File: src/rtl/iram_cfg.svh
`ifndef IRAM_CFG_SVH
`define IRAM_CFG_SVH

////////////////////////////////////////
// instruction memory geometry
////////////////////////////////////////

// word address width, 1k words
`define IRAM_ADDR_W 10
`define IRAM_DEPTH (1 << `IRAM_ADDR_W)

// serial link, clocks per bit
`define UART_CLKS_PER_BIT 8

// program load framing words
`define IRAM_PROG_START 32'hdeadbeef
`define IRAM_PROG_END 32'hbaddab99

// fetch result queue entries
`define FETCH_QUEUE_DEPTH 2

`endif

File: src/rtl/iram_pkg.sv
`include "iram_cfg.svh"

package iram_pkg;

    ////////////////////////////////////////
    // vector types
    ////////////////////////////////////////

    typedef logic [31:0] word_t;
    typedef logic [`IRAM_ADDR_W-1:0] iram_addr_t;
    typedef logic [7:0] byte_t;

    // controller mode, RUN serves fetches, LOAD takes program words
    typedef enum logic {
        CTRL_RUN,
        CTRL_LOAD
    } ctrl_state_e;

    ////////////////////////////////////////
    // bundles between blocks
    ////////////////////////////////////////

    // one received word, valid is a single cycle pulse
    typedef struct packed {
        logic valid;
        word_t data;
    } rx_word_s;

    // fetch side read request
    typedef struct packed {
        logic req;
        iram_addr_t addr;
    } rd_req_s;

    // delivered instruction and its word address
    typedef struct packed {
        logic valid;
        iram_addr_t pc;
        word_t instr;
    } fetch_out_s;

endpackage

File: src/rtl/fetch_unit.sv
`timescale 1ns/1ps
`include "iram_cfg.svh"

module fetch_unit (
    input logic clk,
    input logic rst,
    input logic rd_grant,
    input iram_pkg::word_t rd_data,
    input logic restart,
    input logic instr_ready,
    output iram_pkg::rd_req_s rd_req,
    output iram_pkg::fetch_out_s instr_out
);

    localparam int QD = `FETCH_QUEUE_DEPTH;
    localparam int PTR_W = (QD > 1) ? $clog2(QD) : 1;
    localparam int CNT_W = $clog2(QD + 1);

    iram_pkg::iram_addr_t next_pc;
    iram_pkg::iram_addr_t inflight_pc;
    iram_pkg::iram_addr_t q_pc [QD];
    iram_pkg::word_t q_instr [QD];
    logic inflight;
    logic [PTR_W-1:0] rd_ptr;
    logic [PTR_W-1:0] wr_ptr;
    logic [CNT_W-1:0] q_count;
    logic [CNT_W:0] occupancy;
    logic pop;
    logic fire;

    ////////////////////////////////////////
    // request side
    ////////////////////////////////////////

    // queued entries plus the read still coming back
    assign occupancy = {1'b0, q_count} + {{CNT_W{1'b0}}, inflight};
    assign pop = instr_out.valid && instr_ready;
    // an entry leaving this cycle frees its slot for a new read
    assign rd_req.req = (occupancy < (CNT_W + 1)'(QD)) || pop;
    assign rd_req.addr = next_pc;
    assign fire = rd_req.req && rd_grant;

    always_ff @(posedge clk) begin
        if (rst || restart) begin
            next_pc <= '0;
            inflight <= 1'b0;
            q_count <= '0;
            rd_ptr <= '0;
            wr_ptr <= '0;
        end else begin
            // pc wraps at the top of memory
            if (fire) begin
                next_pc <= next_pc + 1'b1;
            end
            inflight <= fire;
            if (inflight) begin
                wr_ptr <= (wr_ptr == PTR_W'(QD - 1)) ? '0 : wr_ptr + 1'b1;
            end
            if (pop) begin
                rd_ptr <= (rd_ptr == PTR_W'(QD - 1)) ? '0 : rd_ptr + 1'b1;
            end
            // push and pop can meet in one cycle
            if (inflight && !pop) begin
                q_count <= q_count + 1'b1;
            end else if (!inflight && pop) begin
                q_count <= q_count - 1'b1;
            end
        end
    end

    ////////////////////////////////////////
    // result queue storage
    ////////////////////////////////////////

    always_ff @(posedge clk) begin
        if (fire) begin
            inflight_pc <= next_pc;
        end
        // ram data is valid the cycle after the grant
        if (inflight) begin
            q_pc[wr_ptr] <= inflight_pc;
            q_instr[wr_ptr] <= rd_data;
        end
    end

    // head of queue, held until taken
    assign instr_out.valid = (q_count != '0);
    assign instr_out.pc = q_pc[rd_ptr];
    assign instr_out.instr = q_instr[rd_ptr];

endmodule

File: config.mk
export PLATFORM = sky130hd
export DESIGN_NAME = fetch_unit
export DESIGN_NICKNAME = d
export VERILOG_FILES = /design/src/rtl/iram_pkg.sv /design/src/rtl/fetch_unit.sv
export VERILOG_INCLUDE_DIRS = /design/src /design/src/rtl
export SDC_FILE = /design/constraint.sdc
export NUM_CORES = 1
export LEC_CHECK = 0
export ABC_AREA = 1
export BUFFER_PORTS_ARGS = -buffer_cell sky130_fd_sc_hd__buf_2
export CAP_MARGIN = 30
export CELL_PAD_IN_SITES_DETAIL_PLACEMENT = 1
export CELL_PAD_IN_SITES_GLOBAL_PLACEMENT = 1
export CORE_ASPECT_RATIO = 0.7
export CORE_MARGIN = 2
export CORE_UTILIZATION = 44
export CTS_CLUSTER_DIAMETER = 40
export CTS_CLUSTER_SIZE = 20
export DETAILED_ROUTE_END_ITERATION = 6
export PLACE_DENSITY = 0.88
export RECOVER_POWER = 25
export SYNTH_ARGS = -nofsm -noshare
export SYNTH_HDL_FRONTEND = slang
export SYNTH_SLANG_ARGS = --single-unit
File: constraint.sdc
create_clock -name clk -period 3.7 [get_ports clk]
set_input_delay 0.74 -clock clk [delete_from_list [all_inputs] [get_ports clk]]
set_output_delay 0.74 -clock clk [all_outputs]
set_load 0.05 [all_outputs]
==> out/results.txt <==
Post-DP Area - 4730 µm²
Initial antenna violation count - 0
Clock Root Buffer - clkbuf_16
Net count, final - 391
Power per cell area - 506 nW/µm²
Pre-CTS setup slack - 1430 ps
Worst Path Class, Setup - reg -> out
CP max FO - 23
Min-delay src - inflight_pc[6]$_DFFE_PP_
Post-Route Setup TNS - 0 ps
Post-CTS Setup Bufs - 0
Final setup fails - 0
Worst Hold Class - reg -> reg
Setup crit end kind - output port
Worst-margin pin slew - 799 ps
Startpoint class of the critical path - register
# IOs - 91
H-tree depth - 3
Leak - 1.86 nW
FF-to-FF Start - inflight$_SDFF_PP0_
Max cap viols - 0
Critical path data required time - 2960 ps
First-pass GRT wire length - 12,700 µm
Net count after synthesis - 294
Gpl congestion - 0.711
Core area - 9070 µm²
Most common cell after layout, fill and taps aside - edfxtp_1
Layout cells sized above 1 - 45.1%
Slew Limit Headroom - 46.5%
Critical path cell sequence - buf_16 > mux2_2 > buf_2
Die area - 10,200 µm²
Top Family by Delay on Critical Path - flip-flops
Clk network pwr share - 39.7%
Arrival time worst endpoint - 1870 ps
Slowest CP cell - dfxtp_2
Period minus WS final - 2610 ps
Cells after Synth - 255
Fin crit share - 70.5%
Drt first pass iters - 6
Vias per Instance - 4.92
Hold_buf cts - 0
Routed wire per std cell - 16.6 µm
Starting Density - 45.5%
Hold Vio Cnt, Final - 0
Fin. max-slew vios - 0
DRC - 0
Largest net degree at the start of global routing - 44
Synthesized flop and latch total - 110
Die W - 120 µm
Height of the chip - 85.0 µm
IO Port Bufs - 90
Vias in the first global route - 2,585
GR Overflow Total - 0
Diode count - 0
Switching power - 551 µW
Number of DRC markers after the initial detailed-route iteration - 161
Area of the mapped netlist - 4130 µm²
Synth warn - 0
R2R setup slack - 1920 ps
Final instance area - 5070 µm²
Register share of total power - 53.8%
WP buf/inv - 2
Clk_lat worst skew - 340 ps
Final Skew - 7.10 ps
Cell variety after synth - 24
Routed WL - 7960 µm
Internal power - 2.01 mW
Net Sw Frac - 21.5%
Sequential fraction of the synthesis area - 76.2%
Layout area overhead - 22.9%
Final ANT Viol Nets - 0
Post-CTS sizing - 0
Worst path max stage delay - 700 ps
Avg Cell Area, Syn - 16.2 µm²
Comb pwr share - 6.5%
CTS buffer count - 9
Final worst slack - 1090 ps
Clock transition at path regs - 70 ps
Clock sink count - 110
Vias - 2,365
Cell row count - 29
FMAX - 0.384 GHz
Most frequent cells in the layout - edfxtp_1 (94), buf_2 (85), mux2_2 (42)
CTS tree - built
Dpl hpwl - 5350 µm
Overall Global Routing Usage - 16.5%
RSZ-0062 raised after global routing - false
Max Buffers Root-to-Sink - 2
Status - finished, final reports clean
Peak VDD IR - 233 µV
## logic make-up after synthesis
kind of cell | synth area share [%]
flip-flops | 76.2
multiplexers | 11.5
XOR/XNOR | 0.425
AND/OR/NAND/NOR | 6.22
adder cells (fa/ha/maj) | 0.607
AO/OA/AOI/OAI | 2.55
buffers and inverters | 2.55
## per-layer routing
metal	GRT usage [%]	vias to the layer above	wire length [µm]
met5	0	-	0
met4	5.24	0	89
met3	4.97	8	387
met2	28.6	65	4050
met1	20.0	1176	3440
li1	-	1116	-
## worst reg2reg max path, cell delays in order (launching register included)
cell and delay (ps):
dfxtp_1 440, inv_1 110, nor2_4 440, buf_4 450
## cell usage after synthesis, drive strengths merged
| cell type | n | area (µm²) |
|---|---|---|
| a21oi | 12 | 75.1 |
| buf | 7 | 41.3 |
| dfxtp | 16 | 320 |
| edfxtp | 94 | 2820 |
| ha | 2 | 25.0 |
| inv | 17 | 63.8 |
| mux2 | 42 | 473 |
| nand2 | 28 | 120 |
| nand3 | 8 | 40.0 |
| nand4 | 1 | 6.26 |
| nor2 | 17 | 73.8 |
| nor3 | 2 | 10.0 |
| o21ai | 6 | 30.0 |
| or2 | 1 | 6.26 |
| xnor2 | 1 | 8.76 |
| xor2 | 1 | 8.76 |
## metrics by stage
| step | total power, mW | instances | hold slack (ps) | util, % |
|---|---|---|---|---|
| 2_1_floorplan | 1.52 | 255 | 421 | - |
| 5_1_grt | 2.64 | 481 | 459 | 55.9 |
| 4_1_cts | 2.59 | 480 | 448 | 55.7 |
| 3_3_place_gp | 1.57 | 463 | 422 | 51.9 |
| 6_report | 2.56 | 481 | 448 | 55.9 |
| 3_5_place_dp | 1.58 | 464 | 431 | 52.2 |
## registers in the layout (all words and copies together), names as in the netlist, named ones only
signal and cells:
q_instr 64, rd_ptr 1, wr_ptr 1, q_count 2
inflight 1, q_pc 20, next_pc 10, inflight_pc 10
## power by group through the flow
stage / logic (mW) / clock network [mW] / registers, mW
3_3_place_gp: 0.158 / 0 / 1.41
4_1_cts: 0.169 / 1.04 / 1.38
6_report: 0.166 / 1.02 / 1.38
2_1_floorplan: 0.112 / 0 / 1.41
3_5_place_dp: 0.168 / 0 / 1.41
5_1_grt: 0.177 / 1.08 / 1.38
## worst paths after layout
check / end / depth (start not counted)
max: instr_out[20] / 3
min: q_pc[1][6]$_DFFE_PP_ / 0
max reg2reg: q_pc[0][1]$_DFFE_PP_ / 3
min reg2reg: q_pc[1][6]$_DFFE_PP_ / 0
## area by class of cell
class	count	area, µm²
timing repair buffer	93	499
clock inverter	7	96.3
clock buffer	9	225
inverter	17	63.8
sequential	110	3140
multi-input combinational	121	885
fill	925	4000
tap	124	155
(Power assumes the default switching activity.)
