### src/rtl/iram_cfg.svh
`ifndef IRAM_CFG_SVH
`define IRAM_CFG_SVH

////////////////////////////////////////
// instruction memory geometry
////////////////////////////////////////

// word address width, 1k words
`define IRAM_ADDR_W 10
`define IRAM_DEPTH (1 << `IRAM_ADDR_W)

// serial link, clocks per bit
`define UART_CLKS_PER_BIT 8

// program load framing words
`define IRAM_PROG_START 32'hdeadbeef
`define IRAM_PROG_END 32'hbaddab99

// fetch result queue entries
`define FETCH_QUEUE_DEPTH 2

`endif

### src/rtl/iram_pkg.sv
`include "iram_cfg.svh"

package iram_pkg;

    ////////////////////////////////////////
    // vector types
    ////////////////////////////////////////

    typedef logic [31:0] word_t;
    typedef logic [`IRAM_ADDR_W-1:0] iram_addr_t;
    typedef logic [7:0] byte_t;

    // controller mode, RUN serves fetches, LOAD takes program words
    typedef enum logic {
        CTRL_RUN,
        CTRL_LOAD
    } ctrl_state_e;

    ////////////////////////////////////////
    // bundles between blocks
    ////////////////////////////////////////

    // one received word, valid is a single cycle pulse
    typedef struct packed {
        logic valid;
        word_t data;
    } rx_word_s;

    // fetch side read request
    typedef struct packed {
        logic req;
        iram_addr_t addr;
    } rd_req_s;

    // delivered instruction and its word address
    typedef struct packed {
        logic valid;
        iram_addr_t pc;
        word_t instr;
    } fetch_out_s;

endpackage

### src/rtl/uart_word_rx.sv
`timescale 1ns/1ps
`include "iram_cfg.svh"

module uart_word_rx (
    input logic clk,
    input logic rst,
    input logic rxd,
    output iram_pkg::rx_word_s rx_word
);

    localparam int CLKS = `UART_CLKS_PER_BIT;
    localparam int TMR_W = $clog2(CLKS);
    localparam logic [TMR_W-1:0] LAST_TICK = TMR_W'(CLKS - 1);
    localparam logic [TMR_W-1:0] HALF_TICK = TMR_W'(CLKS / 2 - 1);

    typedef enum logic [1:0] {
        RX_IDLE,
        RX_START,
        RX_DATA,
        RX_STOP
    } rx_state_e;

    rx_state_e state;
    logic rxd_meta;
    logic rxd_sync;
    logic [TMR_W-1:0] timer;
    logic [2:0] bit_idx;
    logic [1:0] byte_cnt;
    logic word_valid;
    logic bit_tick;
    logic sample_data;
    logic stop_ok;
    iram_pkg::byte_t shift_reg;
    iram_pkg::word_t word_buf;

    // full bit period elapsed since the last sample point
    assign bit_tick = (timer == LAST_TICK);
    assign sample_data = (state == RX_DATA) && bit_tick;
    // good frame, stop bit seen high at its middle
    assign stop_ok = (state == RX_STOP) && bit_tick && rxd_sync;

    ////////////////////////////////////////
    // bit timing and framing
    ////////////////////////////////////////

    always_ff @(posedge clk) begin
        if (rst) begin
            rxd_meta <= 1'b1;
            rxd_sync <= 1'b1;
            state <= RX_IDLE;
            timer <= '0;
            bit_idx <= '0;
            byte_cnt <= '0;
            word_valid <= 1'b0;
        end else begin
            // two flop synchronizer, line idles high
            rxd_meta <= rxd;
            rxd_sync <= rxd_meta;
            word_valid <= 1'b0;
            case (state)
                RX_IDLE: begin
                    timer <= '0;
                    if (!rxd_sync) begin
                        state <= RX_START;
                    end
                end
                RX_START: begin
                    // recheck at mid start bit, a glitch goes back to idle
                    if (timer == HALF_TICK) begin
                        timer <= '0;
                        bit_idx <= '0;
                        state <= rxd_sync ? RX_IDLE : RX_DATA;
                    end else begin
                        timer <= timer + 1'b1;
                    end
                end
                RX_DATA: begin
                    if (bit_tick) begin
                        timer <= '0;
                        if (bit_idx == 3'd7) begin
                            state <= RX_STOP;
                        end else begin
                            bit_idx <= bit_idx + 1'b1;
                        end
                    end else begin
                        timer <= timer + 1'b1;
                    end
                end
                RX_STOP: begin
                    if (bit_tick) begin
                        timer <= '0;
                        state <= RX_IDLE;
                        if (rxd_sync) begin
                            byte_cnt <= byte_cnt + 1'b1;
                            word_valid <= (byte_cnt == 2'd3);
                        end else begin
                            // framing error, restart word assembly
                            byte_cnt <= '0;
                        end
                    end else begin
                        timer <= timer + 1'b1;
                    end
                end
                default: state <= RX_IDLE;
            endcase
        end
    end

    ////////////////////////////////////////
    // data path
    ////////////////////////////////////////

    always_ff @(posedge clk) begin
        // lsb first on the wire
        if (sample_data) begin
            shift_reg <= {rxd_sync, shift_reg[7:1]};
        end
        // first byte lands in bits 7:0
        if (stop_ok) begin
            word_buf[{byte_cnt, 3'b000} +: 8] <= shift_reg;
        end
    end

    assign rx_word.valid = word_valid;
    assign rx_word.data = word_buf;

endmodule

### config.mk
export PLATFORM = sky130hd
export DESIGN_NAME = uart_word_rx
export DESIGN_NICKNAME = d
export VERILOG_FILES = /design/src/rtl/iram_pkg.sv /design/src/rtl/uart_word_rx.sv
export VERILOG_INCLUDE_DIRS = /design/src /design/src/rtl
export SDC_FILE = /design/constraint.sdc
export NUM_CORES = 1
export LEC_CHECK = 0
export BUFFER_PORTS_ARGS = -buffer_cell sky130_fd_sc_hd__buf_2
export CORE_MARGIN = 1
export CORE_UTILIZATION = 42
export CTS_CLUSTER_SIZE = 10
export DETAILED_ROUTE_END_ITERATION = 6
export GPL_TIMING_DRIVEN = 0
export SLEW_MARGIN = 20
export SYNTH_ARGS = -nofsm -noshare
export SYNTH_HDL_FRONTEND = slang
export SYNTH_SLANG_ARGS = --single-unit
### constraint.sdc
create_clock -name clk -period 2.4 [get_ports clk]
set_input_delay 0.48 -clock clk [delete_from_list [all_inputs] [get_ports clk]]
set_output_delay 0.48 -clock clk [all_outputs]
set_load 0.02 [all_outputs]
==> run_results.csv <==
group,metric,value,unit
detailed_routing,routed_via_density,4.720,
placed_design,dp.cells,260,
clocking,clock-sinks,53,
detailed_routing,routed_wl,3604,um
timing,min_period,2024,ps
synth,synth-warning-count,0,
clocking,hold_buffers,0,
die,start_util,0.4347,
grt,grt_antenna_before_repair,0,
timing,worst_pin_slew,664.9,ps
synth,syn_nets,171,
worst_setup_path,worst-endpoint-required,2570,ps
grt,grt_first_pass_wirelength,5554,um
cells_and_area,largest_reg_flops,32,
timing,final.period_utilization,0.8435,
clocking,ctsResizeCount,0,
pwr,power_leakage,0.0009791,uW
cells_and_area,fin_util,0.5039,
detailed_routing,avgRoutedWirePerCell,13.45,um
grt,track_usage,0.1420,
worst_setup_path,path_max_fanout,8,
synth,synth-seq-area-share,0.6625,
die,die_area,5546,um^2
grt,grt_start_max_net_pins,16,
grt,gr-total-overflow,0,
synth,syn-cell-area,2206,um^2
cells_and_area,drive_gt1_frac,0.2727,
pwr,ir_worst_vdd,0.0002827,V
worst_setup_path,crit_type,"reg2reg",
die,die_y,74.47,um
cells_and_area,diodes,0,
timing,tns,0,ps
worst_setup_path,worstPathArrival,2200,ps
timing,clock_skew,9.573,ps
worst_hold_path,min_path_type,"in2reg",
timing,rsz0062_at_grt,"false",
grt,grt_pass1_vias,1204,
clocking,clock_latency,300,ps
clocking,post_cts.repair.setup_buffers,0,
synth,syn_area_per_cell,14.23,um^2
cells_and_area,stdcell_count,268,
clocking,cts-root-buf,"clkbuf_8",
timing,slew_violations,0,
clocking,path_clk_slew,90,ps
synth,syn_inst,155,
placed_design,port_buffers,35,
clocking,cts_buffer_depth,2,
die,die_w,74.47,um
detailed_routing,drc,0,
placed_design,dpl.hpwl,2632,um
detailed_routing,num_vias,1265,
cells_and_area,area_delta_synth_final,15.94,%
timing,max_freq,494.0,MHz
detailed_routing,drt_iter0_markers,21,
die,ioPinCount,36,
placed_design,gp_congestion,0.7703,
clocking,cts_tree,"done",
clocking,cts_buffers,5,
flow_run,cap_violations,0,
worst_setup_path,endpoint_kind,"flip-flop",
timing,setup_viol,0,
pwr,p_per_area,576.0,nW/um^2
run_status,status,"finished clean",
die,design.core.area,5075,um^2
synth,synthDistinctLibCells,27,
die,rows,26,
cells_and_area,fin_nets,213,
synth,ys_ff_latch,53,
detailed_routing,ant_nets,0,
clocking,htreeDepth,2,
detailed_routing,firstDrtPassIters,4,
worst_setup_path,worst_setup_path_start_kind,"flip-flop",
timing,hold_viol,0,
timing,relSlewSlack,0.5555,
area by class of cell:
class	count	area, um^2
clock buffers	7	76.32
plain buffers	4	20.02
repair buffers	35	175.2
fillers	442	2517
inverters	5	18.77
flip-flops and latches	53	1461
multi-input cells	93	710.7
clock inverters	1	7.507
well taps	70	87.58
worst paths after layout:
kind / depth (start not counted) / startpoint / to / slack, ps
setup / recovery: 4 / byte_cnt[0]$_SDFFE_PP0N_ / word_buf[11]$_DFFE_PP_ / 380
hold / removal: 2 / rxd / rxd_meta$_SDFF_PP1_ / 360
setup reg to reg: 4 / byte_cnt[0]$_SDFFE_PP0N_ / word_buf[11]$_DFFE_PP_ / 380
hold reg to reg: 1 / rxd_meta$_SDFF_PP1_ / rxd_sync$_SDFF_PP1_ / 410
per-stage QoR:
step / instance area (um^2) / setup slack, ps / power, uW / hold slack, ps
6_report: 2557 / 375.6 / 1473 / 356.7
5_1_grt: 2557 / 202.2 / 1522 / 353.6
4_1_cts: 2552 / 278.6 / 1484 / 353.9
3_5_place_dp: 2469 / 304.1 / 1012 / 395.0
3_3_place_gp: 2469 / 418.8 / 1011 / 394.0
2_1_floorplan: 2206 / 622.1 / 1007 / 389.5
layer usage:
metal,vias up,track usage,share of wire
met4,0,0.05660,0.011
li1,628,-,-
met2,35,0.2603,0.52
met3,4,0.04607,0.047
met1,598,0.1498,0.43
met5,-,0,0
cells by family after synthesis:
| family | Yosys count | synth area share |
|---|---|---|
| AND/OR/NAND/NOR | 71 | 0.2133 |
| adder cells (fa/ha/maj) | 13 | 0.07374 |
| multiplexers | 2 | 0.01702 |
| buffers and inverters | 9 | 0.01758 |
| AO/OA/AOI/OAI | 7 | 0.01588 |
| flip-flops | 53 | 0.6625 |
critical path: stages (launching register included):
cell and delay (ps):
dfxtp_1 490, inv_1 190, ha_1 400, nor4b_2 580
and2_1 230
placed cells by master (no fill, tap or decap), types with 2 or more instances in the layout:
cell type  netlist  routed
a21oi_1          7       7
and2_1          36      36
buf_2            1      36
clkbuf_1         2       4
clkbuf_8         0       5
dfxtp_1         13      13
edfxtp_1        40      40
ha_1            13      13
inv_1            5       5
nand2_1          8       8
nand3_1          4       4
nand4b_1         2       2
nor2_1           3       3
nor3_1           2       2
nor3b_1          3       2
nor4b_2          2       2
or2_2            3       3
synth_stat cells:
library cell / count / share of area
nand2_1: 8 / 0.014
or4b_1: 1 / 0.0045
a21oi_1: 7 / 0.016
clkbuf_1: 2 / 0.0034
and3b_2: 1 / 0.0045
nor4bb_1: 1 / 0.0045
ha_1: 13 / 0.074
edfxtp_1: 40 / 0.54
and3b_1: 1 / 0.0040
nand4b_1: 2 / 0.0079
nand4bb_2: 1 / 0.0074
nor3_1: 2 / 0.0045
and4_2: 1 / 0.0045
nor3b_1: 3 / 0.010
or2_2: 3 / 0.0085
inv_1: 5 / 0.0085
nor4b_2: 2 / 0.014
buf_2: 1 / 0.0023
mux2_2: 1 / 0.0051
nor4_2: 1 / 0.0057
nor2_1: 3 / 0.0051
buf_4: 1 / 0.0034
nand3b_1: 1 / 0.0034
and2_1: 36 / 0.10
nand3_1: 4 / 0.0091
dfxtp_1: 13 / 0.12
mux4_1: 1 / 0.012
power breakdown:
part / total [uW] / switching (uW) / internal, uW
sequential: 976 / 2.22 / 974
combinational: 14.8 / 7.40 / 7.37
clock: 482 / 275 / 207
Note: power is estimated with default switching activity, not from simulation.
